==> src/common/soc_pkg.sv <==
package soc_pkg;

	//============================================================
	// Near bus

	typedef logic [31:0] addr_t;
	typedef logic [31:0] data_t;

	// Near address without its region nibble
	typedef logic [27:0] far_addr_t;

	// Region codes in near address bits 31..28
	localparam logic [3:0] REGION_RAM = 4'h1;
	localparam logic [3:0] REGION_BRIDGE = 4'h5;

	function automatic logic [3:0] region_of(input addr_t address);
		return address[31:28];
	endfunction

	//============================================================
	// Far bus behind the bridge

	// Device codes in far address bits 27..24
	localparam logic [3:0] DEV_LED = 4'h0;
	localparam logic [3:0] DEV_TIMER = 4'h5;

	function automatic logic [3:0] device_of(input far_addr_t address);
		return address[27:24];
	endfunction

	localparam int LED_WIDTH = 10;

	// Timer word offsets in far address bits 4..2
	typedef enum logic [2:0] {
		MTIME_LO = 3'd0,
		MTIME_HI = 3'd1,
		MTIMECMP_LO = 3'd2,
		MTIMECMP_HI = 3'd3
	} timer_reg_e;

	// Offsets 4..7 are not enum members and read back as zero
	function automatic timer_reg_e timer_reg_of(input far_addr_t address);
		return timer_reg_e'(address[4:2]);
	endfunction

endpackage

==> src/verilog/bus_decoder.sv <==
module bus_decoder
	import soc_pkg::*;
(
	input  logic  i_clock,
	input  logic  i_rst_n,
	input  logic  i_bus_request,
	input  addr_t i_bus_address,
	input  data_t i_ram_rdata,
	input  logic  i_ram_ready,
	input  data_t i_bridge_rdata,
	input  logic  i_bridge_ready,
	output logic  o_ram_request,
	output logic  o_bridge_request,
	output data_t o_bus_rdata,
	output logic  o_bus_ready,
	output logic  o_bus_fault,
	output addr_t o_fault_address
);

	logic [3:0] region;
	logic ram_select;
	logic bridge_select;
	logic unmapped_select;
	logic unmapped_ready;
	logic unmapped_access;

	assign region = region_of(i_bus_address);
	assign ram_select = region == REGION_RAM;
	assign bridge_select = region == REGION_BRIDGE;
	assign unmapped_select = !ram_select && !bridge_select;

	assign o_ram_request = i_bus_request && ram_select;
	assign o_bridge_request = i_bus_request && bridge_select;

	// Unmapped accesses are sampled once, not again while ready is up
	assign unmapped_access = i_bus_request && unmapped_select && !unmapped_ready;

	always_ff @(posedge i_clock or negedge i_rst_n) begin
		if (!i_rst_n) begin
			unmapped_ready <= 1'b0;
		end else begin
			unmapped_ready <= unmapped_access;
		end
	end

	//============================================================
	// Fault capture

	// Sticky flag and the address of the latest fault
	always_ff @(posedge i_clock or negedge i_rst_n) begin
		if (!i_rst_n) begin
			o_bus_fault <= 1'b0;
			o_fault_address <= '0;
		end else if (unmapped_access) begin
			o_bus_fault <= 1'b1;
			o_fault_address <= i_bus_address;
		end
	end

	// Response mux where unmapped regions read as zero
	always_comb begin
		if (ram_select) begin
			o_bus_rdata = i_ram_rdata;
			o_bus_ready = i_ram_ready;
		end else if (bridge_select) begin
			o_bus_rdata = i_bridge_rdata;
			o_bus_ready = i_bridge_ready;
		end else begin
			o_bus_rdata = '0;
			o_bus_ready = unmapped_ready;
		end
	end

endmodule

==> config.mk <==
export PLATFORM = sky130hd
export DESIGN_NAME = bus_decoder
export DESIGN_NICKNAME = d
export VERILOG_FILES = /design/src/common/soc_pkg.sv /design/src/verilog/bus_decoder.sv
export SDC_FILE = /design/constraint.sdc
export NUM_CORES = 1
export LEC_CHECK = 0
export BUFFER_PORTS_ARGS = -buffer_cell sky130_fd_sc_hd__buf_2
export CAP_MARGIN = 20
export CORE_ASPECT_RATIO = 1.1
export CORE_MARGIN = 5
export CORE_UTILIZATION = 34
export DETAILED_ROUTE_END_ITERATION = 6
export PLACE_DENSITY_LB_ADDON = 0.12
export SLEW_MARGIN = 20
export SYNTH_ARGS = -nofsm -noshare
export SYNTH_HDL_FRONTEND = slang
export SYNTH_SLANG_ARGS = --single-unit
==> constraint.sdc <==
create_clock -name i_clock -period 1.55 [get_ports i_clock]
set_input_delay 0.0775 -clock i_clock [delete_from_list [all_inputs] [get_ports i_clock]]
set_output_delay 0.0775 -clock i_clock [all_outputs]
set_load 0.02 [all_outputs]
== Word level (Yosys, flattened, before mapping) ==
Cells that the tools add are included.
W data, S select, Z words.
Word-level totals
  bits in registers: 34
  bits of input ports: 101
  word-level logic and storage cells: 17
Operators by class
  equality and inequality tests: 2
  multiplexer cells: 4
  reductions and logical operators: 8
Operators with widths (number)
  $mux W32: 2
  $logic_and A1 B1 Y1: 5
  $eq A4 B1 Y1 const B: 1
  $eq A4 B3 Y1 const B: 1
  $logic_not A1 Y1: 3
  $mux W1: 2

== Longest topological paths before layout ==
  depth in word-level cells: 5
  mapped depth: 7
  gate-level depth less buffers: 4

== Worst setup path before layout ==
No wires, ideal clock.
  path type: reg2reg
  start: reg unmapped_ready
  end: reg o_fault_address[10]
  setup time: 0.125 ns
  arrival time: 1.351 ns
  required time: 1.425 ns
  path slack: 0.074 ns
  cell stages (with the launch flop): 7
  path buffers: 2
  clock period less this slack: 1.476 ns
  cells stage by stage: dfrtp_1 > and2b_1 > nand2_8 > inv_2 > buf_6 > buf_12 > mux2_4
Between the ends
  longest elaborated chain between the ends: 2
Ends and longest elaborated chain
  start: declaration: RTL line bus_decoder.sv:24  | logic unmapped_ready;
  start signal: assignment: RTL line bus_decoder.sv:42  | unmapped_ready <= unmapped_access;
  $logic_not A1 Y1: RTL line bus_decoder.sv:36  | assign unmapped_access = i_bus_request && unmapped_select && !unmapped_ready;
  $logic_and A1 B1 Y1: RTL line bus_decoder.sv:36
  named net unmapped_access: RTL line bus_decoder.sv:25  | logic unmapped_access;
  end signal: assignment: RTL line bus_decoder.sv:56  | o_fault_address <= i_bus_address;
  end: declaration: RTL line bus_decoder.sv:17  | output addr_t o_fault_address
The timed path passes the listed nets, and every way through them passes these cells.
A chain may end at the register's enable or synchronous reset.

== Worst setup path in the final report ==
  start: reg unmapped_ready
  end: reg o_fault_address[15]
Between the ends
  longest elaborated chain between the ends: 2
Ends and longest elaborated chain (RTL line)
  $logic_not A1 Y1: bus_decoder.sv:36
  $logic_and A1 B1 Y1: bus_decoder.sv:36
Every way passes these cells.

==> reports/metrics.csv <==
stage;metric;value;unit
detailed_routing;dr_total_vias;1778;
flow_run;max-cap-violations;0;
sta;maxSlewHeadroom;72.4;%
cells_and_area;final_util;54.2;%
cells_and_area;final_common_cell;buf_2;
cells_and_area;stdcell_count;404;
placed_design;dp.cells;396;
pwr;powerDensity;902;nW/um^2
setup_path;crit_required;1710;ps
floorplanning;die_area;7030;um^2
cells_and_area;insertedDiodeCount;0;
floorplanning;row_count;28;
grt;grt_overflow;0;
synthesis;seq_area_frac_synth;45.9;%
cells_and_area;fin_nets;430;
synthesis;synth_nets;257;
grt;grt_pass1_wl;8580;um
setup_path;r2r_cells;5;
synthesis;ys_seq_elements;34;
sta;finalCritPeriodShare;93.8;%
grt;grt_usage;15.7;%
synthesis;synthesis.instances;156;
synthesis;avgSynthCellArea;11.9;um^2
cts;cts_tree;yes;
cts;clk_latency;280;ps
detailed_routing;drtAntennaViolNets;0;
grt;grt_pass1_vias;1791;
cts;cts.sinks;34;
detailed_routing;first_pass_iters;4;
sta;clock.fmax;688;MHz
status;run_status;completed;
detailed_routing;viasPerCell;4.40;
setup_path;r2r-start;unmapped_ready$_DFF_PN0_;
floorplanning;start_util;34.8;%
sta;slew_viol_final;0;
cts;root_buffer;clkbuf_8;
worst_hold_path;hold_path.class;in2reg;
floorplanning;dieHeight;87.5;um
setup_path;endpoint_kind;flip-flop;
synthesis;ys_warn_count;0;
setup_path;r2r-end;o_fault_address[15]$_DFFE_PN0P_;
sta;grt_setup_unrepaired;no;
setup_path;cp_max_fo;9;
detailed_routing;wire_per_inst;14.5;um
worst_hold_path;holdPathStages;2;
placed_design;portBuffers;168;
cts;cts_buffers;5;
placed_design;hpwlAfterDp;4780;um
synthesis;ys_types;21;
cts;post-cts-setup-buffers;0;
sta;fin_tns_setup;0;ps
sta;fin_skew;5.64;ps
synthesis;syn_area;1850;um^2
detailed_routing;first_iter_violations;42;
detailed_routing;post-route-drc-count;0;
cells_and_area;fillCellCount;514;
cells_and_area;drive_above_1_share;65.3;%
setup_path;r2r_setup_slack;100;ps
setup_path;setup.worst_path.end;o_fault_address[15]$_DFFE_PN0P_;
setup_path;critPathLaunch;unmapped_ready$_DFF_PN0_;
grt;grt_max_degree;35;
floorplanning;die_x;80.4;um
sta;hold_violations;0;
setup_path;path_class;reg2reg;
floorplanning;core_area;5330;um^2
grt;antenna_found_initial;0;
floorplanning;boundaryPins;169;
cells_and_area;area_growth;55.7;%
pwr;ir_drop;714;uV
placed_design;gp_congestion;0.722;
cts;path_clk_slew;70;ps
pwr;p_leak;1.65;nW
detailed_routing;drt-total-wl;5840;um
setup_path;start_kind;flip-flop;
sta;fin_crit;1450;ps
sta;worstMarginPinSlew;413;ps
cts;cts_max_path_buffers;2;
cells_and_area;layout_common_cells;buf_2, nor2_1, dfrtp_1;
setup_path;crit_arrival;1610;ps
cts;htree_levels;2;
sta;setup_viol;0;
cell type report:
class | instances | area (um^2) | area share (%)
multi-input combinational | 110 | 925 | 32.0
clock inverter | 2 | 10.0 | 0.347
sequential | 34 | 851 | 29.5
tap | 75 | 93.8 | 3.25
clock buffer | 5 | 68.8 | 2.38
timing repair buffer | 177 | 936 | 32.4
inverter | 1 | 3.75 | 0.130
repair_timing:
item,4_1_cts,5_1_grt
hold buffers,1,0
setup endpoints to repair,0,25
gates resized for setup,0,1
endpoints found under the hold margin,17,0
critical path, cell delays in order (launching register included):
cell and delay, ps:
dfrtp_1 370, and2b_2 280, nand2_8 70, inv_2 80
buf_4 210, mux2_4 320
Yosys cell counts:
cell | count | area (um^2)
buf_6 | 2 | 22.5
buf_1 | 2 | 7.51
and3_1 | 1 | 6.26
buf_2 | 3 | 15.0
mux2_4 | 9 | 135
o22a_1 | 1 | 8.76
inv_2 | 1 | 3.75
nor2_1 | 35 | 131
nand2_1 | 2 | 7.51
dfrtp_1 | 34 | 851
nand2b_1 | 2 | 12.5
and2b_1 | 1 | 7.51
clkbuf_1 | 3 | 11.3
mux2_2 | 20 | 225
or3b_1 | 1 | 8.76
nor3b_1 | 1 | 7.51
o21ai_0 | 1 | 5.00
buf_12 | 1 | 20.0
a22o_1 | 2 | 17.5
mux2i_1 | 33 | 330
nand2_8 | 1 | 20.0
metal layers:
layer	GRT usage (%)	up-vias	share of wire, %
met3	5.28	4	12
li1	-	879	-
met2	29.1	94	51
met1	16.6	801	37
met4	4.92	0	0.91
met5	0	-	0
sequential cells by signal, indices dropped and copies added (netlist names):
name,cells
o_bus_fault,1
o_fault_address,32
unmapped_ready,1
where the power goes:
part | internal [mW] | switching (mW) | leakage, nW | total (mW)
registers | 1.03 | 0.0725 | 0.397 | 1.11
clock network | 0.301 | 0.291 | 0.0438 | 0.592
logic | 0.429 | 0.476 | 1.21 | 0.905
total | 1.76 | 0.840 | 1.65 | 2.60
cell families after synthesis:
| family | count (synthesis) | synth area share (%) |
|---|---|---|
| flops | 34 | 45.9 |
| mux | 62 | 37.2 |
| buf+inv | 12 | 4.32 |
| compound gates | 4 | 1.69 |
| simple gates | 44 | 10.9 |
worst min-delay path by stage:
stage	from	endpoint	slack [ps]
finish	i_bus_address[25]	o_fault_address[25]$_DFFE_PN0P_	30
global route	i_bus_address[9]	o_fault_address[9]$_DFFE_PN0P_	20
CTS	i_bus_address[21]	o_fault_address[21]$_DFFE_PN0P_	20
detailed placement	i_rst_n	o_fault_address[27]$_DFFE_PN0P_	40
global placement	i_rst_n	o_fault_address[27]$_DFFE_PN0P_	40
floorplan	i_rst_n	o_bus_fault$_DFFE_PN0P_	-220
through the flow:
stage | setup WS (ps) | instance area (um^2) | power, mW | hold slack [ps]
after detailed placement | 49.2 | 2800 | 2.04 | 36.3
after global routing | 33.7 | 2890 | 2.77 | 19.2
after floorplan | 74.0 | 1850 | 1.66 | -218
final | 96.1 | 2890 | 2.60 | 28.0
after global placement | 83.7 | 2800 | 2.03 | 39.7
after CTS | 30.1 | 2890 | 2.66 | 17.0
Note: power is estimated with default switching activity, not from simulation.
