**config.mk**
```make
export PLATFORM = sky130hd
export DESIGN_NAME = timer
export DESIGN_NICKNAME = d
export VERILOG_FILES = /design/src/common/soc_pkg.sv /design/src/timer/timer.sv
export SDC_FILE = /design/constraint.sdc
export NUM_CORES = 1
export LEC_CHECK = 0
export BUFFER_PORTS_ARGS = -buffer_cell sky130_fd_sc_hd__clkbuf_2
export CORE_ASPECT_RATIO = 1.1
export CORE_MARGIN = 3
export CORE_UTILIZATION = 45
export CTS_CLUSTER_DIAMETER = 50
export DETAILED_ROUTE_END_ITERATION = 8
export PLACE_DENSITY = 0.61
export SLEW_MARGIN = 20
export SYNTH_ARGS = -nofsm -noshare
export SYNTH_HDL_FRONTEND = slang
export SYNTH_SLANG_ARGS = --single-unit
```
**constraint.sdc**
```tcl
create_clock -name i_clock -period 3.1 [get_ports i_clock]
set_input_delay 0.155 -clock i_clock [delete_from_list [all_inputs] [get_ports i_clock]]
set_output_delay 0.155 -clock i_clock [all_outputs]
set_load 0.01 [all_outputs]
```
**src/common/soc_pkg.sv**
```systemverilog
package soc_pkg;

	//============================================================
	// Near bus

	typedef logic [31:0] addr_t;
	typedef logic [31:0] data_t;

	// Near address without its region nibble
	typedef logic [27:0] far_addr_t;

	// Region codes in near address bits 31..28
	localparam logic [3:0] REGION_RAM = 4'h1;
	localparam logic [3:0] REGION_BRIDGE = 4'h5;

	function automatic logic [3:0] region_of(input addr_t address);
		return address[31:28];
	endfunction

	//============================================================
	// Far bus behind the bridge

	// Device codes in far address bits 27..24
	localparam logic [3:0] DEV_LED = 4'h0;
	localparam logic [3:0] DEV_TIMER = 4'h5;

	function automatic logic [3:0] device_of(input far_addr_t address);
		return address[27:24];
	endfunction

	localparam int LED_WIDTH = 10;

	// Timer word offsets in far address bits 4..2
	typedef enum logic [2:0] {
		MTIME_LO = 3'd0,
		MTIME_HI = 3'd1,
		MTIMECMP_LO = 3'd2,
		MTIMECMP_HI = 3'd3
	} timer_reg_e;

	// Offsets 4..7 are not enum members and read back as zero
	function automatic timer_reg_e timer_reg_of(input far_addr_t address);
		return timer_reg_e'(address[4:2]);
	endfunction

endpackage

```
**src/timer/timer.sv**
```systemverilog
module timer
	import soc_pkg::*;
#(
	parameter int TIMER_PRESCALE = 100
) (
	input  logic       i_clock,
	input  logic       i_rst_n,
	input  logic       i_request,
	input  logic       i_rw,
	input  timer_reg_e i_reg,
	input  data_t      i_wdata,
	output data_t      o_rdata,
	output logic       o_ready,
	output logic       o_irq
);

	localparam int PRESCALE_W = (TIMER_PRESCALE > 1) ? $clog2(TIMER_PRESCALE) : 1;
	localparam logic [PRESCALE_W-1:0] PRESCALE_LAST = PRESCALE_W'(TIMER_PRESCALE - 1);

	logic [PRESCALE_W-1:0] prescale_count;
	logic tick;
	logic [63:0] mtime;
	logic [63:0] mtimecmp;
	logic write_access;

	assign tick = prescale_count == PRESCALE_LAST;
	assign write_access = i_request && i_rw;

	//============================================================
	// Counter

	always_ff @(posedge i_clock or negedge i_rst_n) begin
		if (!i_rst_n) begin
			prescale_count <= '0;
		end else if (tick) begin
			prescale_count <= '0;
		end else begin
			prescale_count <= prescale_count + 1'b1;
		end
	end

	// Bus write wins over a tick in the same cycle
	always_ff @(posedge i_clock or negedge i_rst_n) begin
		if (!i_rst_n) begin
			mtime <= '0;
		end else if (write_access && i_reg == MTIME_LO) begin
			mtime[31:0] <= i_wdata;
		end else if (write_access && i_reg == MTIME_HI) begin
			mtime[63:32] <= i_wdata;
		end else if (tick) begin
			mtime <= mtime + 64'd1;
		end
	end

	// All ones keeps the interrupt quiet out of reset
	always_ff @(posedge i_clock or negedge i_rst_n) begin
		if (!i_rst_n) begin
			mtimecmp <= '1;
		end else if (write_access && i_reg == MTIMECMP_LO) begin
			mtimecmp[31:0] <= i_wdata;
		end else if (write_access && i_reg == MTIMECMP_HI) begin
			mtimecmp[63:32] <= i_wdata;
		end
	end

	assign o_irq = mtime >= mtimecmp;

	//============================================================
	// Register access

	always_ff @(posedge i_clock or negedge i_rst_n) begin
		if (!i_rst_n) begin
			o_ready <= 1'b0;
		end else begin
			o_ready <= i_request;
		end
	end

	always_ff @(posedge i_clock) begin
		if (i_request && !i_rw) begin
			case (i_reg)
				MTIME_LO: o_rdata <= mtime[31:0];
				MTIME_HI: o_rdata <= mtime[63:32];
				MTIMECMP_LO: o_rdata <= mtimecmp[31:0];
				MTIMECMP_HI: o_rdata <= mtimecmp[63:32];
				default: o_rdata <= '0;
			endcase
		end
	end

endmodule

```
# After elaboration in Yosys (flattened, before gate mapping)
# Index checks and enable logic that the tools add are counted.
# W data, S select, Z words.
# word_totals
ff_bits,168
in_bits,39
out_inout_bits,34
elab_cells,36
# classes
addsub,2
magnitude_cmp,1
n_eq_ne,5
mux,6
bitwise,2
n_reduce_logical,13
# op_table
operator,n
$pmux W32 S4,1
$mux W32,3
$add A64 B1 Y64 const B,1
$ge A64 B64 Y1,1
$mux W64,1
$add A7 B1 Y7 const B,1
$eq A7 B7 Y1 const B,1
$mux W7,1
$eq A3 B2 Y1 const B,2
$logic_and A1 B1 Y1,6
$reduce_and A2 Y1,3
$reduce_bool A2 Y1,2
$eq A3 B1 Y1 const B,1
$logic_not A3 Y1,1
$ne A2 B2 Y1 const B,1
$not A1 Y1,2
$logic_not A1 Y1,1

# Longest topological paths before layout
# Gate-level depths: netlist (run 1).
# depth
depth_word,4
mapped_depth,9
depth_no_buf,8

# Least setup slack after synthesis (run 1)
# No wires, ideal clock.
# synth_timing
path_kind,reg2reg
from,register mtime[6]
to,register mtime[60]
setup_ns,0.069
arrival_time_ns,2.197
t_required_ns,3.031
slack_ns,0.834
path_stages_with_launch,7
n_path_buf,0
period_less_slack_ns,2.266
cell_sequence,dfrtp_1 nand4_4 nor4_4 nand4_4 or3_4 or4_1 nand3_1
# synth_via
elab_chain_len,3
# synth_rtl
item,line,rtl
from (decl),timer.sv:22,logic [63:0] mtime;
from (signal assigned),timer.sv:47,mtime[31:0] <= i_wdata;
from (signal assigned),timer.sv:51,mtime <= mtime + 64'd1;
$add A64 B1 Y64,timer.sv:51,
$mux W64,timer.sv:50,end else if (tick) begin
$mux W32,timer.sv:48,end else if (write_access && i_reg == MTIME_HI) begin
# No other way between the ends. The select of a mux whose other input is x is not followed.
# A chain may end at the register's enable or synchronous reset.

# Worst setup path after layout (run 1)
# layout_timing
from,register mtimecmp[13]
to,output port o_irq
# layout_via
elab_chain_len,1
# layout_rtl
item,line,rtl
from (decl),timer.sv:23,logic [63:0] mtimecmp;
from (signal assigned),timer.sv:60,mtimecmp[31:0] <= i_wdata;
$ge A64 B64 Y1,timer.sv:66,assign o_irq = mtime >= mtimecmp;
to (decl),timer.sv:14,output logic o_irq
# No other way between the ends.

==> impl_metrics.py, run 1 <==
metrics = {
    "status": {
        "outcome": "complete, but fails checks",
        "violations": "hold timing",
    },
    "clock_tree": {
        "clk_pin_slew_ps": 70,
        "cts-root-buf": "clkbuf_16",
        "cts_buffer_depth": 2,
        "htree_levels": 4,
        "clk_latency_ps": 440,
        "clock-sinks": 168,
        "cts_buffers": 17,
        "cts_tree": "done",
    },
    "critical_path": {
        "regToRegSetupSlack_ps": 450,
        "crit_top_cell": "o211ai_1",
        "cp_slowest_cell": "dfstp_2",
        "critPathArrivalTime_ps": 2940,
        "crit_path_start_kind": "flop",
        "cpPeakStageDelay_ps": 550,
        "worstSetupPathType": "reg2out",
        "path_max_fanout": 2,
        "path_cells": "inv_2 > ha_4 > nand4_1 > nor4_4 > o211ai_1 > o211ai_1 > a311oi_1 > o211ai_1 > buf_2",
        "required_ps": 2940,
        "crit_path_end_kind": "primary output",
    },
    "finish": {
        "drive_gt1_share_pct": 19.3,
        "num_antenna_cells": 0,
        "multi_input_area_um2": 5300,
        "fin_nets": 1353,
        "layout.cells.non_filler": 1551,
        "stdcell_area_um2": 12000,
        "seq_area_um2": 4440,
        "area_growth_pct": 18.8,
        "n_fill_cell": 2030,
    },
    "synthesis": {
        "syn_inst": 1140,
        "synth-seq-cells": 168,
        "synthDistinctLibCells": 61,
        "synth_flop_cell": "dfrtp_1",
        "synth.avg_cell_area_um2": 8.88,
        "ys_seq_area_share_pct": 43.9,
        "ys_top_cells_by_area": "dfrtp_1 (18%), dfstp_2 (17%), edfxtp_1 (9.5%)",
        "syn-num-nets": 1245,
        "ys_warn_count": 0,
        "synth_commonest_cells": "nand2_1 (162), o21ai_0 (102), a21oi_1 (79), dfrtp_1 (72), a22oi_1 (71)",
        "netlist.top_cell.by_area": "dfrtp_1",
        "async_reset_ff_share_pct": 81.0,
        "yosysTopAreaCellShare_pct": 17.8,
        "synth_area_um2": 10100,
        "synth_most_common_cell": "nand2_1",
        "synth_edf_count": 32,
    },
    "detailed_routing": {
        "ant_nets": 0,
        "wl_um": 32900,
        "firstDrtPassIters": 8,
        "drt_iter0_drc": 953,
        "num_vias": 9468,
        "routedWlPerCell_um": 21.2,
        "vias_per_cell": 6.10,
        "route.detailed.drc": 0,
    },
    "place": {
        "placed_area_um2": 11000,
        "dp_cells": 1485,
        "place_congestion": 0.969,
        "post-dp-hpwl_um": 23400,
        "port_buffers": 72,
        "place_ws_ps": 151,
    },
    "power_and_ir_drop": {
        "p_leak_nw": 4.92,
        "p_per_area_nw_per_um2": 552,
        "p_clk_share_pct": 33.8,
        "combPwrFrac_pct": 20.7,
        "p_sw_w": 0.00213,
        "pwr-share-seq_pct": 45.5,
        "swShare_pct": 32.1,
        "max-vdd-ir-drop_v": 0.000305,
        "power.internal_w": 0.00451,
    },
    "die": {
        "fp.dieW_um": 149,
        "rows": 56,
        "dieArea_um2": 24300,
        "core_area_um2": 21700,
        "pin_count": 73,
        "die_h_um": 163,
        "initial_core_util_pct": 46.6,
    },
    "sta": {
        "timing.final.crit_share_pct": 99.7,
        "min_period_ps": 3090,
        "slew_headroom_pct": 48.2,
        "rsz0062_at_grt": "true",
        "setup_viol": 0,
        "hold_ws_ps": -1.36,
        "worstMarginPinSlew_ps": 778,
        "hold_viol": 1,
        "finClkSkew_ps": 16.7,
        "final.setup.worst_slack_ps": 8.12,
        "final_max_slew_viol_count": 0,
        "max_freq_ghz": 0.323,
    },
    "grt": {
        "grt_max_degree": 82,
        "grt_pass1_wl_um": 52100,
        "grt_pass1_vias": 9142,
        "grt_usage_pct": 27.6,
        "grt_overflow": 0,
        "grt_antenna_before_repair": 1,
    },
    "hold_path": {
        "hp-class": "in2reg",
    },
    "flow_run": {
        "maxCapViolCount": 0,
    },
}
[cell type report]
type | count | share of cell area [%]
multi-input combinational | 844 | 44.1
sequential | 168 | 37.0
timing repair buffer | 148 | 8.67
clock buffer | 19 | 3.86
tap | 290 | 3.02
inverter | 69 | 2.15
clock inverter | 13 | 1.22
[worst paths after layout]
kind                                     end  cells after the start               from
max reg2reg                        mtime[60]                      7           mtime[0]
min reg2reg                prescale_count[0]                      1  prescale_count[0]
max                                    o_irq                      9       mtimecmp[13]
max in group asynchronous       mtimecmp[56]                      3            i_rst_n
min                             mtimecmp[61]                      3        i_wdata[29]
min in group asynchronous          mtime[31]                      2            i_rst_n
[critical path, delay by kind of cell, from the launching register on]
family / cells / cell delay (ps)
and+or+nand+nor: 2 / 600
buffers and inverters: 2 / 240
DFF: 1 / 550
AOI/OAI and AO/OA: 4 / 840
adders and majority gates: 1 / 260
[per-stage QoR]
| stage | total power, W | TNS, ps | utilization (%) |
|---|---|---|---|
| 3_5_place_dp | 0.00435 | 0 | 50.7 |
| 2_1_floorplan | 0.00382 | 0 | - |
| 6_report | 0.00664 | 0 | 55.3 |
| 5_1_grt | 0.00702 | -97.2 | 55.3 |
| 4_1_cts | 0.00664 | 0 | 55.1 |
| 3_3_place_gp | 0.00433 | 0 | 50.7 |
[sequential cells by signal, summed over array words and instances (netlist names)]
| name | count |
|---|---|
| mtimecmp | 64 |
| o_rdata | 32 |
| o_ready | 1 |
| mtime | 64 |
| prescale_count | 7 |
[what timing repair did]
item	in CTS	in global routing
buffers inserted	0	2
gates resized for setup	3	7
hold endpoints to repair	94	0
gates cloned	0	0
pin swaps	4	6
hold buffers	32	0
endpoints found under the setup margin	1	1
[power groups by stage]
stage	combinational (W)	sequential, W	clock, W
after floorplan	0.000846	0.00297	0
after global placement	0.00129	0.00304	0
after detailed placement	0.00131	0.00305	0
after CTS	0.00136	0.00301	0.00228
after global routing	0.00158	0.00307	0.00237
final	0.00137	0.00302	0.00224
[metal layers]
metal	vias up	track usage, %	part of all wire [%]
met1	4524	38.0	43
met5	-	0	0.021
met3	69	5.77	7.8
met4	2	9.07	3.1
met2	405	43.8	46
li1	4468	-	-
[kinds of logic (layout without fill, tap and decap cells)]
group / after synthesis / after routing / synth area share (%)
xor gates and xnor gates: 4 / 4 / 0.346
AOI/OAI and AO/OA: 362 / 362 / 22.8
and+or+nand+nor: 410 / 410 / 19.8
DFF: 168 / 168 / 43.9
adders and majority gates: 66 / 66 / 8.16
buffers and inverters: 128 / 249 / 4.76
muxes: 2 / 2 / 0.210
[placed cells by master, fill, tap and decap left out, types with 4 or more instances in the layout]
cell type / n
nand2_1: 162
o21ai_0: 102
a21oi_1: 78
dfrtp_1: 72
a22oi_1: 71
clkbuf_2: 70
nor2_1: 67
inv_1: 66
dfstp_2: 64
ha_1: 62
nand3_1: 45
buf_4: 42
nand4_1: 36
dlygate4sd3_1: 32
edfxtp_1: 32
nor3_1: 22
nor4_1: 19
clkbuf_16: 18
a31oi_1: 14
o22ai_1: 13
a21o_1: 12
o22a_1: 12
and3_1: 9
and4_1: 8
o21a_1: 8
o32ai_1: 7
a2bb2oi_1: 7
a221o_1: 7
o211ai_1: 6
and2_1: 6
o31ai_1: 5
or4_1: 5
inv_6: 5
inv_8: 5
a311oi_1: 4
ha_4: 4
Note: power is estimated with default switching activity, not from simulation.
==> run 2: changes to the inputs <==
- CTS_BUF_LIST: default -> sky130_fd_sc_hd__clkbuf_4 sky130_fd_sc_hd__clkbuf_8
==> impl_metrics.py, run 2 (same netlist as run 1, synthesis figures left out) <==
metrics = {
    "grt": {
        "grt_pass1_vias": 9134,
        "grt_usage_pct": 27.5,
        "grt_overflow": 0,
        "grt_max_degree": 82,
        "grt_pass1_wl_um": 51800,
        "grt_antenna_before_repair": 1,
    },
    "detailed_routing": {
        "firstDrtPassIters": 6,
        "num_vias": 9449,
        "vias_per_cell": 6.07,
        "route.detailed.drc": 0,
        "wl_um": 32800,
        "drt_iter0_drc": 930,
        "ant_nets": 0,
        "routedWlPerCell_um": 21.1,
    },
    "status": {
        "outcome": "complete, but fails checks",
        "violations": "setup timing",
    },
    "hold_path": {
        "holdPathStages": 2,
        "worstHoldStart": "i_rw",
        "min_to": "o_rdata[23]",
        "hp-class": "in2reg",
    },
    "power_and_ir_drop": {
        "p_per_area_nw_per_um2": 517,
        "p_clk_share_pct": 28.1,
        "max-vdd-ir-drop_v": 0.000268,
        "combPwrFrac_pct": 22.8,
        "pwr-share-seq_pct": 49.1,
        "p_sw_w": 0.00207,
        "p_total_w": 0.00615,
        "swShare_pct": 33.7,
        "p_leak_nw": 4.85,
        "power.internal_w": 0.00408,
    },
    "sta": {
        "worstMarginPinSlew_ps": 796,
        "final_max_slew_viol_count": 0,
        "slew_headroom_pct": 46.9,
        "max_freq_ghz": 0.318,
        "finClkSkew_ps": 19.7,
        "timing.final.crit_share_pct": 101,
        "setup_viol": 1,
        "rsz0062_at_grt": "true",
        "hold_viol": 0,
        "final.setup.worst_slack_ps": -44.0,
        "min_period_ps": 3140,
    },
    "critical_path": {
        "worst_r2r_path_depth": 7,
        "path_max_fanout": 2,
        "required_ps": 2940,
        "r2r-start": "mtime[0]",
        "crit_path_end_kind": "primary output",
        "critPathArrivalTime_ps": 2990,
        "r2r-end": "mtime[60]",
        "worstSetupPathType": "reg2out",
        "regToRegSetupSlack_ps": 450,
        "crit_path_start_kind": "flop",
    },
    "clock_tree": {
        "cts_buffer_depth": 2,
        "cts_tree": "done",
        "cts-root-buf": "clkbuf_8",
        "htree_levels": 4,
        "cts_buffers": 17,
        "clk_pin_slew_ps": 110,
        "clk_latency_ps": 480,
        "clock-sinks": 168,
    },
    "finish": {
        "mostFrequentLayoutCell": "nand2_1",
        "final_cell_mix": "nand2_1 (162), o21ai_0 (102), a21oi_1 (78)",
        "num_antenna_cells": 0,
        "drive_gt1_share_pct": 20.1,
        "layout.cells.non_filler": 1556,
        "stdcell_area_um2": 11900,
        "area_growth_pct": 17.6,
        "largestRegisters": "mtime x64, mtimecmp x64, o_rdata x32",
        "fin_nets": 1358,
    },
    "place": {
        "placed_area_um2": 11000,
        "port_buffers": 72,
        "dp_cells": 1485,
        "place_congestion": 0.969,
        "post-dp-hpwl_um": 23400,
    },
    "die": {
        "pin_count": 73,
        "core_area_um2": 21700,
        "rows": 56,
        "initial_core_util_pct": 46.6,
        "die_h_um": 163,
        "dieArea_um2": 24300,
        "fp.dieW_um": 149,
    },
    "flow_run": {
        "maxCapViolCount": 0,
    },
}
[run 2: cell types whose count changed in the layout (fill, tap and decap cells not counted), sizes merged]
| cell | previous run | this run |
|---|---|---|
| buf | 46 | 49 |
| clkbuf | 89 | 88 |
| bufinv | 1 | 2 |
| dlygate4sd3 | 32 | 34 |
[run 2: worst max-delay path by stage]
stage,to,startpoint,depth (start not counted)
final,o_irq,mtimecmp[15],9
after global routing,o_irq,mtimecmp[15],9
after CTS,o_irq,mtimecmp[5],9
after detailed placement,o_irq,mtimecmp[15],9
after global placement,o_irq,mtimecmp[15],9
after floorplan,mtime[60],mtime[6],6
[run 2: layout make-up]
type / instances / area (µm²)
Multi-Input combinational cell: 844 / 5330
Sequential cell: 168 / 4450
Tap cell: 290 / 363
Clock buffer: 18 / 248
Clock inverter: 14 / 176
Inverter: 69 / 259
Timing Repair Buffer: 153 / 1080
Fill cell: 2044 / 9820
[run 2: what timing repair did]
| item | 4_1_cts | 5_1_grt |
|---|---|---|
| hold buffers | 34 | 0 |
| endpoints found under the hold margin | 116 | 0 |
| buffers inserted | 1 | 4 |
| resized for setup | 9 | 8 |
| pin swaps | 8 | 6 |
| endpoints found under the setup margin | 1 | 1 |
[run 2: worst max-delay path, cell delays in order (launching register included)]
cell and delay, ps:
dfstp_2 550, inv_2 50, ha_4 260, nand4_1 190
nor4_4 400, o211ai_1 230, o211ai_1 190, a311oi_1 130
o211ai_1 310, buf_2 190
[run 2: per-stage QoR]
step / TNS [ps] / util (%) / worst slack, ps / hold WS (ps)
2_1_floorplan: 0 / - / 834 / -141
3_3_place_gp: 0 / 50.7 / 145 / 273
3_5_place_dp: 0 / 50.7 / 151 / 273
4_1_cts: -5.75 / 54.5 / -5.75 / 155
5_1_grt: -169 / 54.8 / -169 / 167
6_report: -44.0 / 54.8 / -44.0 / 178
[run 2: power groups by stage]
stage | registers (W) | logic (W) | clock network, W
after floorplan | 0.00297 | 0.000846 | 0
after global placement | 0.00304 | 0.00129 | 0
after detailed placement | 0.00305 | 0.00131 | 0
after CTS | 0.00301 | 0.00137 | 0.00177
after global routing | 0.00307 | 0.00160 | 0.00186
final | 0.00302 | 0.00140 | 0.00173
[run 2: per-layer routing]
metal / part of all wire, % / global-route usage, % / routed length [µm] / vias up
met1: 43 / 38.0 / 14200 / 4504
met5: 0.021 / 0 / 7 / -
met3: 8.0 / 5.85 / 2610 / 70
met2: 46 / 43.3 / 14900 / 396
met4: 3.1 / 9.07 / 1010 / 2
li1: - / - / - / 4477
