[config.mk]
export PLATFORM = sky130hd
export DESIGN_NAME = bridge_fsm
export DESIGN_NICKNAME = d
export VERILOG_FILES = /design/src/common/soc_pkg.sv /design/src/bridge/bridge_fsm.sv
export SDC_FILE = /design/constraint.sdc
export NUM_CORES = 1
export LEC_CHECK = 0
export ABC_AREA = 0
export BUFFER_PORTS_ARGS = -buffer_cell sky130_fd_sc_hd__clkbuf_2
export CAP_MARGIN = 15
export CELL_PAD_IN_SITES_DETAIL_PLACEMENT = 2
export CELL_PAD_IN_SITES_GLOBAL_PLACEMENT = 2
export CORE_UTILIZATION = 26
export CTS_BUF_LIST = sky130_fd_sc_hd__clkbuf_2 sky130_fd_sc_hd__clkbuf_4 sky130_fd_sc_hd__clkbuf_8
export CTS_CLUSTER_SIZE = 10
export DETAILED_ROUTE_END_ITERATION = 6
export GPL_TIMING_DRIVEN = 0
export PLACE_DENSITY_LB_ADDON = 0.1
export SLEW_MARGIN = 20
export SYNTH_ARGS = -nofsm -noshare
export SYNTH_HDL_FRONTEND = slang
export SYNTH_SLANG_ARGS = --single-unit
[constraint.sdc]
create_clock -name i_clock -period 2.4 [get_ports i_clock]
set_input_delay 0.36 -clock i_clock [delete_from_list [all_inputs] [get_ports i_clock]]
set_output_delay 0.36 -clock i_clock [all_outputs]
set_load 0.005 [all_outputs]
[src/common/soc_pkg.sv]
package soc_pkg;

	//============================================================
	// Near bus

	typedef logic [31:0] addr_t;
	typedef logic [31:0] data_t;

	// Near address without its region nibble
	typedef logic [27:0] far_addr_t;

	// Region codes in near address bits 31..28
	localparam logic [3:0] REGION_RAM = 4'h1;
	localparam logic [3:0] REGION_BRIDGE = 4'h5;

	function automatic logic [3:0] region_of(input addr_t address);
		return address[31:28];
	endfunction

	//============================================================
	// Far bus behind the bridge

	// Device codes in far address bits 27..24
	localparam logic [3:0] DEV_LED = 4'h0;
	localparam logic [3:0] DEV_TIMER = 4'h5;

	function automatic logic [3:0] device_of(input far_addr_t address);
		return address[27:24];
	endfunction

	localparam int LED_WIDTH = 10;

	// Timer word offsets in far address bits 4..2
	typedef enum logic [2:0] {
		MTIME_LO = 3'd0,
		MTIME_HI = 3'd1,
		MTIMECMP_LO = 3'd2,
		MTIMECMP_HI = 3'd3
	} timer_reg_e;

	// Offsets 4..7 are not enum members and read back as zero
	function automatic timer_reg_e timer_reg_of(input far_addr_t address);
		return timer_reg_e'(address[4:2]);
	endfunction

endpackage

[src/bridge/bridge_fsm.sv]
module bridge_fsm
	import soc_pkg::*;
(
	input  logic      i_clock,
	input  logic      i_rst_n,
	input  logic      i_request,
	input  logic      i_rw,
	input  far_addr_t i_address,
	input  data_t     i_wdata,
	input  data_t     i_far_rdata,
	input  logic      i_far_ready,
	output data_t     o_rdata,
	output logic      o_ready,
	output logic      o_far_request,
	output logic      o_far_rw,
	output far_addr_t o_far_address,
	output data_t     o_far_wdata
);

	typedef enum logic [1:0] {
		IDLE,
		ISSUE,
		WAIT,
		DONE
	} state_e;

	state_e state;

	//============================================================
	// Control

	always_ff @(posedge i_clock or negedge i_rst_n) begin
		if (!i_rst_n) begin
			state <= IDLE;
		end else begin
			case (state)
				IDLE: begin
					if (i_request) begin
						state <= ISSUE;
					end
				end
				ISSUE: state <= WAIT;
				WAIT: begin
					if (i_far_ready) begin
						state <= DONE;
					end
				end
				// Near request is ignored while ready is high
				DONE: state <= IDLE;
				default: state <= IDLE;
			endcase
		end
	end

	// Single-cycle pulses on both sides
	assign o_far_request = state == ISSUE;
	assign o_ready = state == DONE;

	//============================================================
	// Payload

	// Far side sees the latched access until the next one
	always_ff @(posedge i_clock) begin
		if (state == IDLE && i_request) begin
			o_far_rw <= i_rw;
			o_far_address <= i_address;
			o_far_wdata <= i_wdata;
		end
	end

	always_ff @(posedge i_clock) begin
		if (state == WAIT && i_far_ready) begin
			o_rdata <= i_far_rdata;
		end
	end

endmodule

* After elaboration in Yosys (flattened, before gate mapping)
Index checks and enable logic that the tools add are counted.
Widths: inputs -> output; s select.
** Storage, ports and cells
- Memory bits (read-only) :: 0
- Bits in writable memories :: 0
- Output and inout port bits :: 95
- Input bits :: 97
- Memories kept :: 0
- Bits in registers :: 95
- Bits in latches :: 0
** Operators by class
- $add $sub $neg :: 0
- $lt $le $gt $ge :: 0
- Reductions and logical operators :: 4
- Bitwise operators :: 0
- Shifts and indexed selects :: 0
- Multiply operators :: 0
- Equality and inequality tests :: 5
- Divide/modulo/power cells :: 0
- Mux-type cells :: 3
** Operator list (number)
- $pmux 2 s4 :: 1
- $eq 2x2->1 const B :: 2
- $mux 2 :: 2
- $ne 2x2->1 const B :: 2
- $eq 2x1->1 const B :: 1
- $logic_and 1x1->1 :: 2
- $logic_not 2->1 :: 1
- $reduce_and 2->1 :: 1

* Logic depth before layout (Yosys ltp)
Gate-level depths: netlist of run 1.
- Word-level depth :: 3
- Mapped depth :: 4
- Gate-level depth less buffers :: 4

* Least setup slack after synthesis of run 1
No wires, ideal clock.
- Path kind :: register to register
- Start point :: register state[0]
- End point :: register o_far_address[0] (enable)
- Cell stages (with the launch flop) :: 4
- Slack :: -140 ps
- Path buffers :: 0
- Data required time :: 1975 ps
- Clock period less this slack :: 2540 ps
- Setup time :: 425 ps
- Arrival :: 2115 ps
- Cells stage by stage :: dfrtp_1 inv_1 ha_1 and2_1
** On the way
- Word-level cells in the longest chain between the ends :: 2
** RTL lines
- start, declared :: line bridge_fsm.sv:27 : state_e state;
- start signal, assigned :: line bridge_fsm.sv:34 : state <= IDLE;
- start signal, assigned :: line bridge_fsm.sv:39 : state <= ISSUE;
- start signal, assigned :: line bridge_fsm.sv:42 : ISSUE: state <= WAIT;
- $logic_not 2->1 :: line bridge_fsm.sv:64 : if (state == IDLE && i_request) begin
- $logic_and 1x1->1 :: line bridge_fsm.sv:64
- end signal, assigned :: line bridge_fsm.sv:66 : o_far_address <= i_address;
- end, declared :: line bridge_fsm.sv:16 : output far_addr_t o_far_address,
No other way between the ends.
A chain may end at the register's enable or synchronous reset.

* Final worst setup path of run 1
- Start point :: register state[0]
- End point :: register o_far_wdata[22] (enable)
** On the way
- Word-level cells in the longest chain between the ends :: 2
** RTL lines
- $logic_not 2->1 :: line bridge_fsm.sv:64
- $logic_and 1x1->1 :: line bridge_fsm.sv:64
- end signal, assigned :: line bridge_fsm.sv:67 : o_far_wdata <= i_wdata;
- end, declared :: line bridge_fsm.sv:17 : output data_t o_far_wdata
No other way between the ends.

==> key figures, run 1 <==
Clock tree
  • Clock tree from TritonCTS: built
  • Count of clock tree sinks: 95
  • Root buffer cell: clkbuf_8
  • Number of buffers added by the clock tree synthesis step: 9
  • Deepest clock path buffer count: 2
  • Number of instances resized during post-cts repair: 0
  • Clock input transition at the sequential cells of the worst setup and hold paths: 0.10 ns
  • H-tree levels: 3
  • Clock latency on the worst-skew pair: 0.35 ns

STA
  • Highest Clock Rate: 546 MHz
  • Transition time at the pin with the least slew margin: around 0.80 ns
  • Tmin final: 1.83 ns
  • Worst-case hold slack: approximately 0.17 ns
  • Fin. Hold Viols: 0
  • Setup-failing EPs final: 0
  • Final period utilization: 76.3%
  • Accumulated negative setup slack: 0 ns
  • Fin worst setup slack: about 0.57 ns
  • Final-report max-slew violation count: 0
  • Normalized max-slew margin: 46.5%
  • RSZ-0062 raised after global routing: no
  • Clk_skew: 0.0124 ns

Pwr
  • Leak pwr: approximately 1.9 nW
  • Proportion of power drawn by flip-flops and latches: 55.9%
  • Net switching power figure: 0.00101 W
  • PD cells: 950 nW/µm²
  • Part of the total power dissipated in the clock network: 27.4%
  • Switching Fraction: 24.7%
  • Worst voltage drop across the vdd grid: 0.334 mV
  • Cell Int Power: around 0.003 W
  • Combinational fraction of design power: 16.7%

Yosys
  • FF+latch count, synth: 95
  • Mapped Cells: 108
  • Area share of the leading cell type in the synthesized netlist: 94.4%
  • Fraction of the yosys area taken by sequential cells: 96.1%
  • Largest area contributor in the netlist: edfxtp_1
  • Synthesized netlist net count: 209
  • Number of distinct standard cells referenced by the synthesized netlist: 9
  • Average cell area after synthesis: about 27 µm²
  • Cell area after synthesis: 2960 µm²
  • Biggest area contributors in the synthesized netlist: edfxtp_1, dfrtp_1, ha_1, inv_1, mux2_4
  • Synthesis Warnings: 0

Die
  • Count of pins on the block boundary: 192
  • Total die area: 11800 µm²
  • Core box area: 11000 µm²
  • Placement row count: 38
  • Effective utilization at floorplan: 26.9%
  • Die extent in x: ~110 µm
  • Die height: 109 µm

Layout
  • Inserted Diodes: 0
  • Number of fill cells: approximately 1100
  • Syn-to-layout area delta: 45.7%
  • Area occupied by multi-input gates: about 100 µm²
  • Proportion of layout cells with a drive suffix above 1: 66.3%
  • Post-route design area: 4310 µm²
  • Area taken by flip-flops and latches: between 2000 and 3000 µm²
  • Nets@finish: slightly above 400
  • Commonest non-fill, non-tap cell in the layout: clkbuf_2
  • Top library cells by usage in the layout, fill and taps aside: clkbuf_2, edfxtp_1, clkbuf_8

Placement
  • Routability cong.: roughly 0.68
  • Setup Slack @ Placement: 0.570 ns
  • Post-detailed-placement half-perimeter wirelength: 5610 µm
  • I/O Buffers: 191
  • Standard cell area after detailed placement: 4090 µm²

Route
  • Number of nets with antenna violations after detailed routing: 0
  • Detailed Routing Iterations Pass 1: 4
  • Routed Wire Length: 7160 µm
  • Residual DRC count: 0
  • Via-per-instance ratio: 4.04
  • Routed wire length per instance: 15.7 µm
  • Vias: ~1800
  • Starting DRC count in detailed routing: 68

Min path
  • Path class of the lowest-slack min-delay path: in2reg

Worst setup path
  • Worst Path Max Fanout: a little over 60
  • Arrival time of data at the critical path endpoint: ~1.8 ns
  • Category of the critical setup timing path: reg2reg
  • Crit end category: register
  • Required time at the worst-slack endpoint: 2.38 ns
  • Kind of start point of the critical path: register

Status
  • Result of the run: finished, final reports clean

Global routing
  • Maximum number of pins on one net before global-route repair: 62
  • Residual overflow from global routing: 0
  • Overall fraction of global-route tracks in use: between 10% and 20%
  • Number of antenna violations at the first check in global routing: 0
  • Vias in the first global route: 2006
  • Global-route wire length before repair: 10200 µm

Flow run
  • Total of max-cap violations: 0
[layer usage]
layer	wire, µm	global-route usage, %	vias to the layer above
li1	-	-	829
met1	2610	12.8	875
met2	3480	20.0	126
met3	950	5.68	9
met4	117	5.50	0
met5	0	0	-
[sequential cells by signal, indices dropped and copies added, names as in the netlist]
name and count:
state 2, o_rdata 32, o_far_address 28, o_far_rw 1
o_far_wdata 32
[what timing repair did]
| item | 4_1_cts | 5_1_grt |
|---|---|---|
| hold endpoints to repair | 2 | 0 |
| setup buffers | 0 | 0 |
| hold buffers | 1 | 0 |
[cell type report]
type                       count  area share, %
clock buffer                   9           2.87
multi-input combinational      9           2.41
inverter                       4          0.348
tap                          140           4.06
sequential                    95           65.9
timing repair buffer         192           22.4
clock inverter                 6           1.97
[synthesized netlist by cell type]
| master | count |
|---|---|
| mux2_4 | 1 |
| edfxtp_1 | 93 |
| inv_1 | 4 |
| ha_1 | 4 |
| and2_1 | 1 |
| and2_2 | 1 |
| dfrtp_1 | 2 |
| a22oi_2 | 1 |
| o22a_2 | 1 |
[power by group through the flow]
stage | clock [W] | combinational, W | sequential [W]
after floorplan | 0 | 0.000237 | 0.00236
after global placement | 0 | 0.000696 | 0.00232
after detailed placement | 0 | 0.000707 | 0.00234
after CTS | 0.00117 | 0.000710 | 0.00230
after global routing | 0.00122 | 0.000763 | 0.00232
final | 0.00112 | 0.000682 | 0.00229
[through the flow]
stage	instances	total power, W	util, %
floorplan	108	0.00259	-
global placement	439	0.00302	37.3
detailed placement	439	0.00304	37.3
CTS	455	0.00418	39.3
global route	455	0.00430	39.3
finish	455	0.00409	39.3
[cell families (layout without fill, tap and decap cells)]
group                    after synthesis  in the layout  share of synthesized area, %
flip-flops                            95             95                          96.1
adder cells (fa/ha/maj)                4              4                          1.69
buffers and inverters                  4            211                         0.507
AO/OA/AOI/OAI                          2              2                         0.761
AND/OR/NAND/NOR                        2              2                         0.465
multiplexers                           1              1                         0.507
[worst paths after layout]
check | end | slack [ns] | depth (start not counted) | start
worst max-delay path | o_far_wdata[22]$_DFFE_PP_ | 0.57 | 3 | state[0]$_DFFE_PN0P_
worst max register to register | o_far_wdata[22]$_DFFE_PP_ | 0.57 | 3 | state[0]$_DFFE_PN0P_
min in group asynchronous | state[0]$_DFFE_PN0P_ | 0.33 | 2 | i_rst_n
worst min register to register | state[0]$_DFFE_PN0P_ | 0.58 | 1 | state[0]$_DFFE_PN0P_
max in group asynchronous | state[1]$_DFFE_PN0P_ | 1.97 | 2 | i_rst_n
worst min-delay path | o_far_wdata[19]$_DFFE_PP_ | 0.17 | 1 | i_wdata[19]
[critical path: stages (launching register included)]
cell	delay (ns)
dfrtp_1	0.43
inv_1	0.10
ha_1	0.21
and2_4	0.68
No activity file was read; power rests on OpenSTA's default activity.
==> run 2: changes to the inputs <==
Settings changed: ABC_AREA 0 to 1, CORE_UTILIZATION 26 to 28.
Clock period 2.4 ns to 1.8 ns, I/O delays scaled along.
==> key figures, run 2 <==
Global routing
  • Residual overflow from global routing: 0 (unchanged)
  • Global-route wire length before repair: 11000 µm (+7.5%)
  • Maximum number of pins on one net before global-route repair: 37 (-40%)
  • Number of antenna violations at the first check in global routing: 0 (unchanged)
  • Overall fraction of global-route tracks in use: 13.7% (+1.7 points)
  • Vias in the first global route: 2066 (+3.0%)

Route
  • Wire length on met1: 2630 µm (+0.88%)
  • Number of nets with antenna violations after detailed routing: 0 (unchanged)
  • Detailed Routing Iterations Pass 1: 4 (unchanged)
  • Vias: 1907 (+3.7%)
  • Residual DRC count: 0 (unchanged)
  • Uppermost layer routed: met4
  • Routed wire length per instance: 15.7 µm (-0.27%)
  • Routed wl met2: 3670 µm (+5.4%)
  • Routed Wire Length: 7330 µm (+2.4%)
  • Routed wire length on met3: 866 µm (-8.8%)
  • Starting DRC count in detailed routing: 43 (-37%)
  • Via-per-instance ratio: 4.08 (+1.0%)

Die
  • Core box area: 10300 µm² (-6.0%)
  • Effective utilization at floorplan: 28.8% (+1.9 points)
  • Die height: 105 µm (-3.3%)
  • Total die area: 11100 µm² (-6.4%)
  • Count of pins on the block boundary: 192 (unchanged)
  • Die extent in x: 105 µm (-3.3%)
  • Placement row count: 37 (-2.6%)

Layout
  • Number of fill cells: 1051 (-6.2%)
  • Inserted Diodes: 0 (unchanged)
  • Proportion of layout cells with a drive suffix above 1: 65.9% (-0.49 points)
  • Top library cells by usage in the layout, fill and taps aside: clkbuf_2, edfxtp_1, clkbuf_8
  • Commonest non-fill, non-tap cell in the layout: clkbuf_2
  • Largest registers in the final layout: o_far_wdata: 32 flops, o_rdata: 32 flops, o_far_address: 28 flops
  • Syn-to-layout area delta: 45.9%
  • Nets@finish: 427 (+3.6%)

STA
  • Transition time at the pin with the least slew margin: 0.395 ns (-0.408 ns)
  • Accumulated negative setup slack: 0 ns (unchanged)
  • Fin worst setup slack: 0.280 ns (-0.290 ns)
  • Final period utilization: 84.5% (+8.2 points)
  • Normalized max-slew margin: 73.7% (+27 points)
  • Final-report max-slew violation count: 0 (unchanged)
  • Clk_skew: 0.00761 ns (-0.00483 ns)
  • Setup-failing EPs final: 0 (unchanged)
  • Highest Clock Rate: 658 MHz (+20%)
  • RSZ-0062 raised after global routing: no
  • Tmin final: 1.52 ns (-0.310 ns)
  • Fin. Hold Viols: 0 (unchanged)

Yosys
  • Synthesis Warnings: 0 (unchanged)
  • Mapped Cells: 119 (+10%)
  • Average cell area after synthesis: 25.0 µm² (-8.7%)
  • Proportion of register bits with asynchronous set or reset after synthesis: 2.11% (unchanged)
  • Cell area after synthesis: 2980 µm² (+0.63%)
  • Area share of the leading cell type in the synthesized netlist: 93.8% (-0.59 points)
  • Largest area contributor in the netlist: edfxtp_1
  • Synthesized netlist net count: 220 (+5.3%)
  • Biggest area contributors in the synthesized netlist: edfxtp_1, dfrtp_1, ha_1, inv_1, nand2_1
  • Number of distinct standard cells referenced by the synthesized netlist: 7 (-2)
  • Most used flip-flop cell after synthesis: edfxtp_1
  • FF+latch count, synth: 95 (unchanged)
  • Most instantiated library cell after synthesis: edfxtp_1
  • Fraction of the yosys area taken by sequential cells: 95.5% (-0.61 points)
  • Most frequent cells after synthesis: edfxtp_1, inv_1, nand2_1
  • Number of enable-type register cells in the synthesized netlist: 93 (unchanged)

Pwr
  • Worst voltage drop across the vdd grid: 0.379 mV (+14%)
  • Leak pwr: 1.88 nW (+1.1%)
  • PD cells: 1220 nW/µm² (+29%)

Clock tree
  • H-tree levels: 3 (unchanged)
  • Number of buffers added by the clock tree synthesis step: 9 (unchanged)
  • Root buffer cell: clkbuf_8
  • Clock latency on the worst-skew pair: 0.34 ns (about the same)
  • Clock input transition at the sequential cells of the worst setup and hold paths: 0.10 ns (about the same)
  • Clock tree from TritonCTS: built
  • Deepest clock path buffer count: 2 (unchanged)
  • Count of clock tree sinks: 95 (unchanged)

Worst setup path
  • Category of the critical setup timing path: reg2reg
  • Arrival time of data at the critical path endpoint: 1.52 ns (-0.29 ns)
  • Required time at the worst-slack endpoint: 1.80 ns (-0.58 ns)
  • Worst Path Max Fanout: 32 (-48%)
  • Kind of start point of the critical path: register
  • Crit end category: register

Placement
  • Routability cong.: 0.680 (+0.46%)
  • Setup Slack @ Placement: -0.206 ns (-0.776 ns)
  • I/O Buffers: 191 (unchanged)

Flow run
  • Total of max-cap violations: 0 (unchanged)

Status
  • Result of the run: finished, final reports clean

Min path
  • Path class of the lowest-slack min-delay path: in2reg
[run 2: cell count changes in the layout (fill, tap and decap cells not counted), sizes merged, moves of 2 or more]
cell,before,now
bufinv,2,0
buf,0,3
nand3,0,2
and2,2,0
nand2,0,10
inv,5,9
clkinvlp,0,5
clkinv,3,1
[run 2: layout make-up]
type,count,area [µm²],share of cell area (%)
clock buffer,10,131,3.02
inverter,8,36.3,0.835
clock inverter,6,45.0,1.04
tap,136,170,3.92
timing repair inverter,1,7.51,0.173
multi-input combinational,16,110,2.53
timing repair buffer,195,1000,23.0
sequential,95,2840,65.4
[run 2: stage by stage]
stage / utilization, % / hold WS (ns) / total power, W / cell area, µm² / cells
floorplan: - / -0.0256 / 0.00348 / 2990 / 119
detailed placement: 40.0 / 0.0599 / 0.00411 / 4130 / 447
global placement: 39.8 / 0.0558 / 0.00405 / 4110 / 446
global route: 42.1 / 0.0552 / 0.00564 / 4340 / 467
finish: 42.1 / 0.0880 / 0.00531 / 4340 / 467
CTS: 41.9 / 0.0631 / 0.00542 / 4330 / 465
[run 2: what timing repair did]
action                     CTS  global route
gates resized for setup      1             2
gates cloned                 1             0
setup buffers                0             2
hold endpoints to repair     2             0
setup endpoints to repair   39            68
hold buffers                 1             0
[run 2: cell families after synthesis]
| family | Yosys count | share of synthesized area (%) |
|---|---|---|
| simple gates | 12 | 1.85 |
| buf+inv | 8 | 1.01 |
| flops | 95 | 95.5 |
| fa+ha+maj | 4 | 1.68 |
[run 2: path summary, 6_finish.rpt]
kind	start	cells after the start	end	slack, ns
max	state[0]$_DFFE_PN0P_	4	o_rdata[8]$_DFFE_PP_	0.28
min	i_far_rdata[11]	1	o_rdata[11]$_DFFE_PP_	0.09
max reg2reg	state[0]$_DFFE_PN0P_	4	o_rdata[8]$_DFFE_PP_	0.28
min reg2reg	state[0]$_DFFE_PN0P_	2	state[0]$_DFFE_PN0P_	0.56
max in group asynchronous	i_rst_n	2	state[0]$_DFFE_PN0P_	1.47
min in group asynchronous	i_rst_n	2	state[1]$_DFFE_PN0P_	0.23
[run 2: worst max-delay path, stage by stage (launching register included)]
cell	delay [ns]
dfrtp_1	0.43
inv_1	0.11
ha_1	0.21
nand2_1	0.11
inv_4	0.31
[run 2: metal layers]
layer / GRT usage [%] / up-vias
li1: - / 866
met2: 23.5 / 133
met3: 6.36 / 12
met1: 14.3 / 896
met4: 6.34 / 0
met5: 0 / -
[run 2: power by group]
group	internal (W)	switching [W]	total (W)	leakage, nW
sequential	0.00293	0.000115	0.00304	0.882
clock	0.000525	0.000732	0.00126	0.0827
combinational	0.000421	0.000586	0.00101	0.913
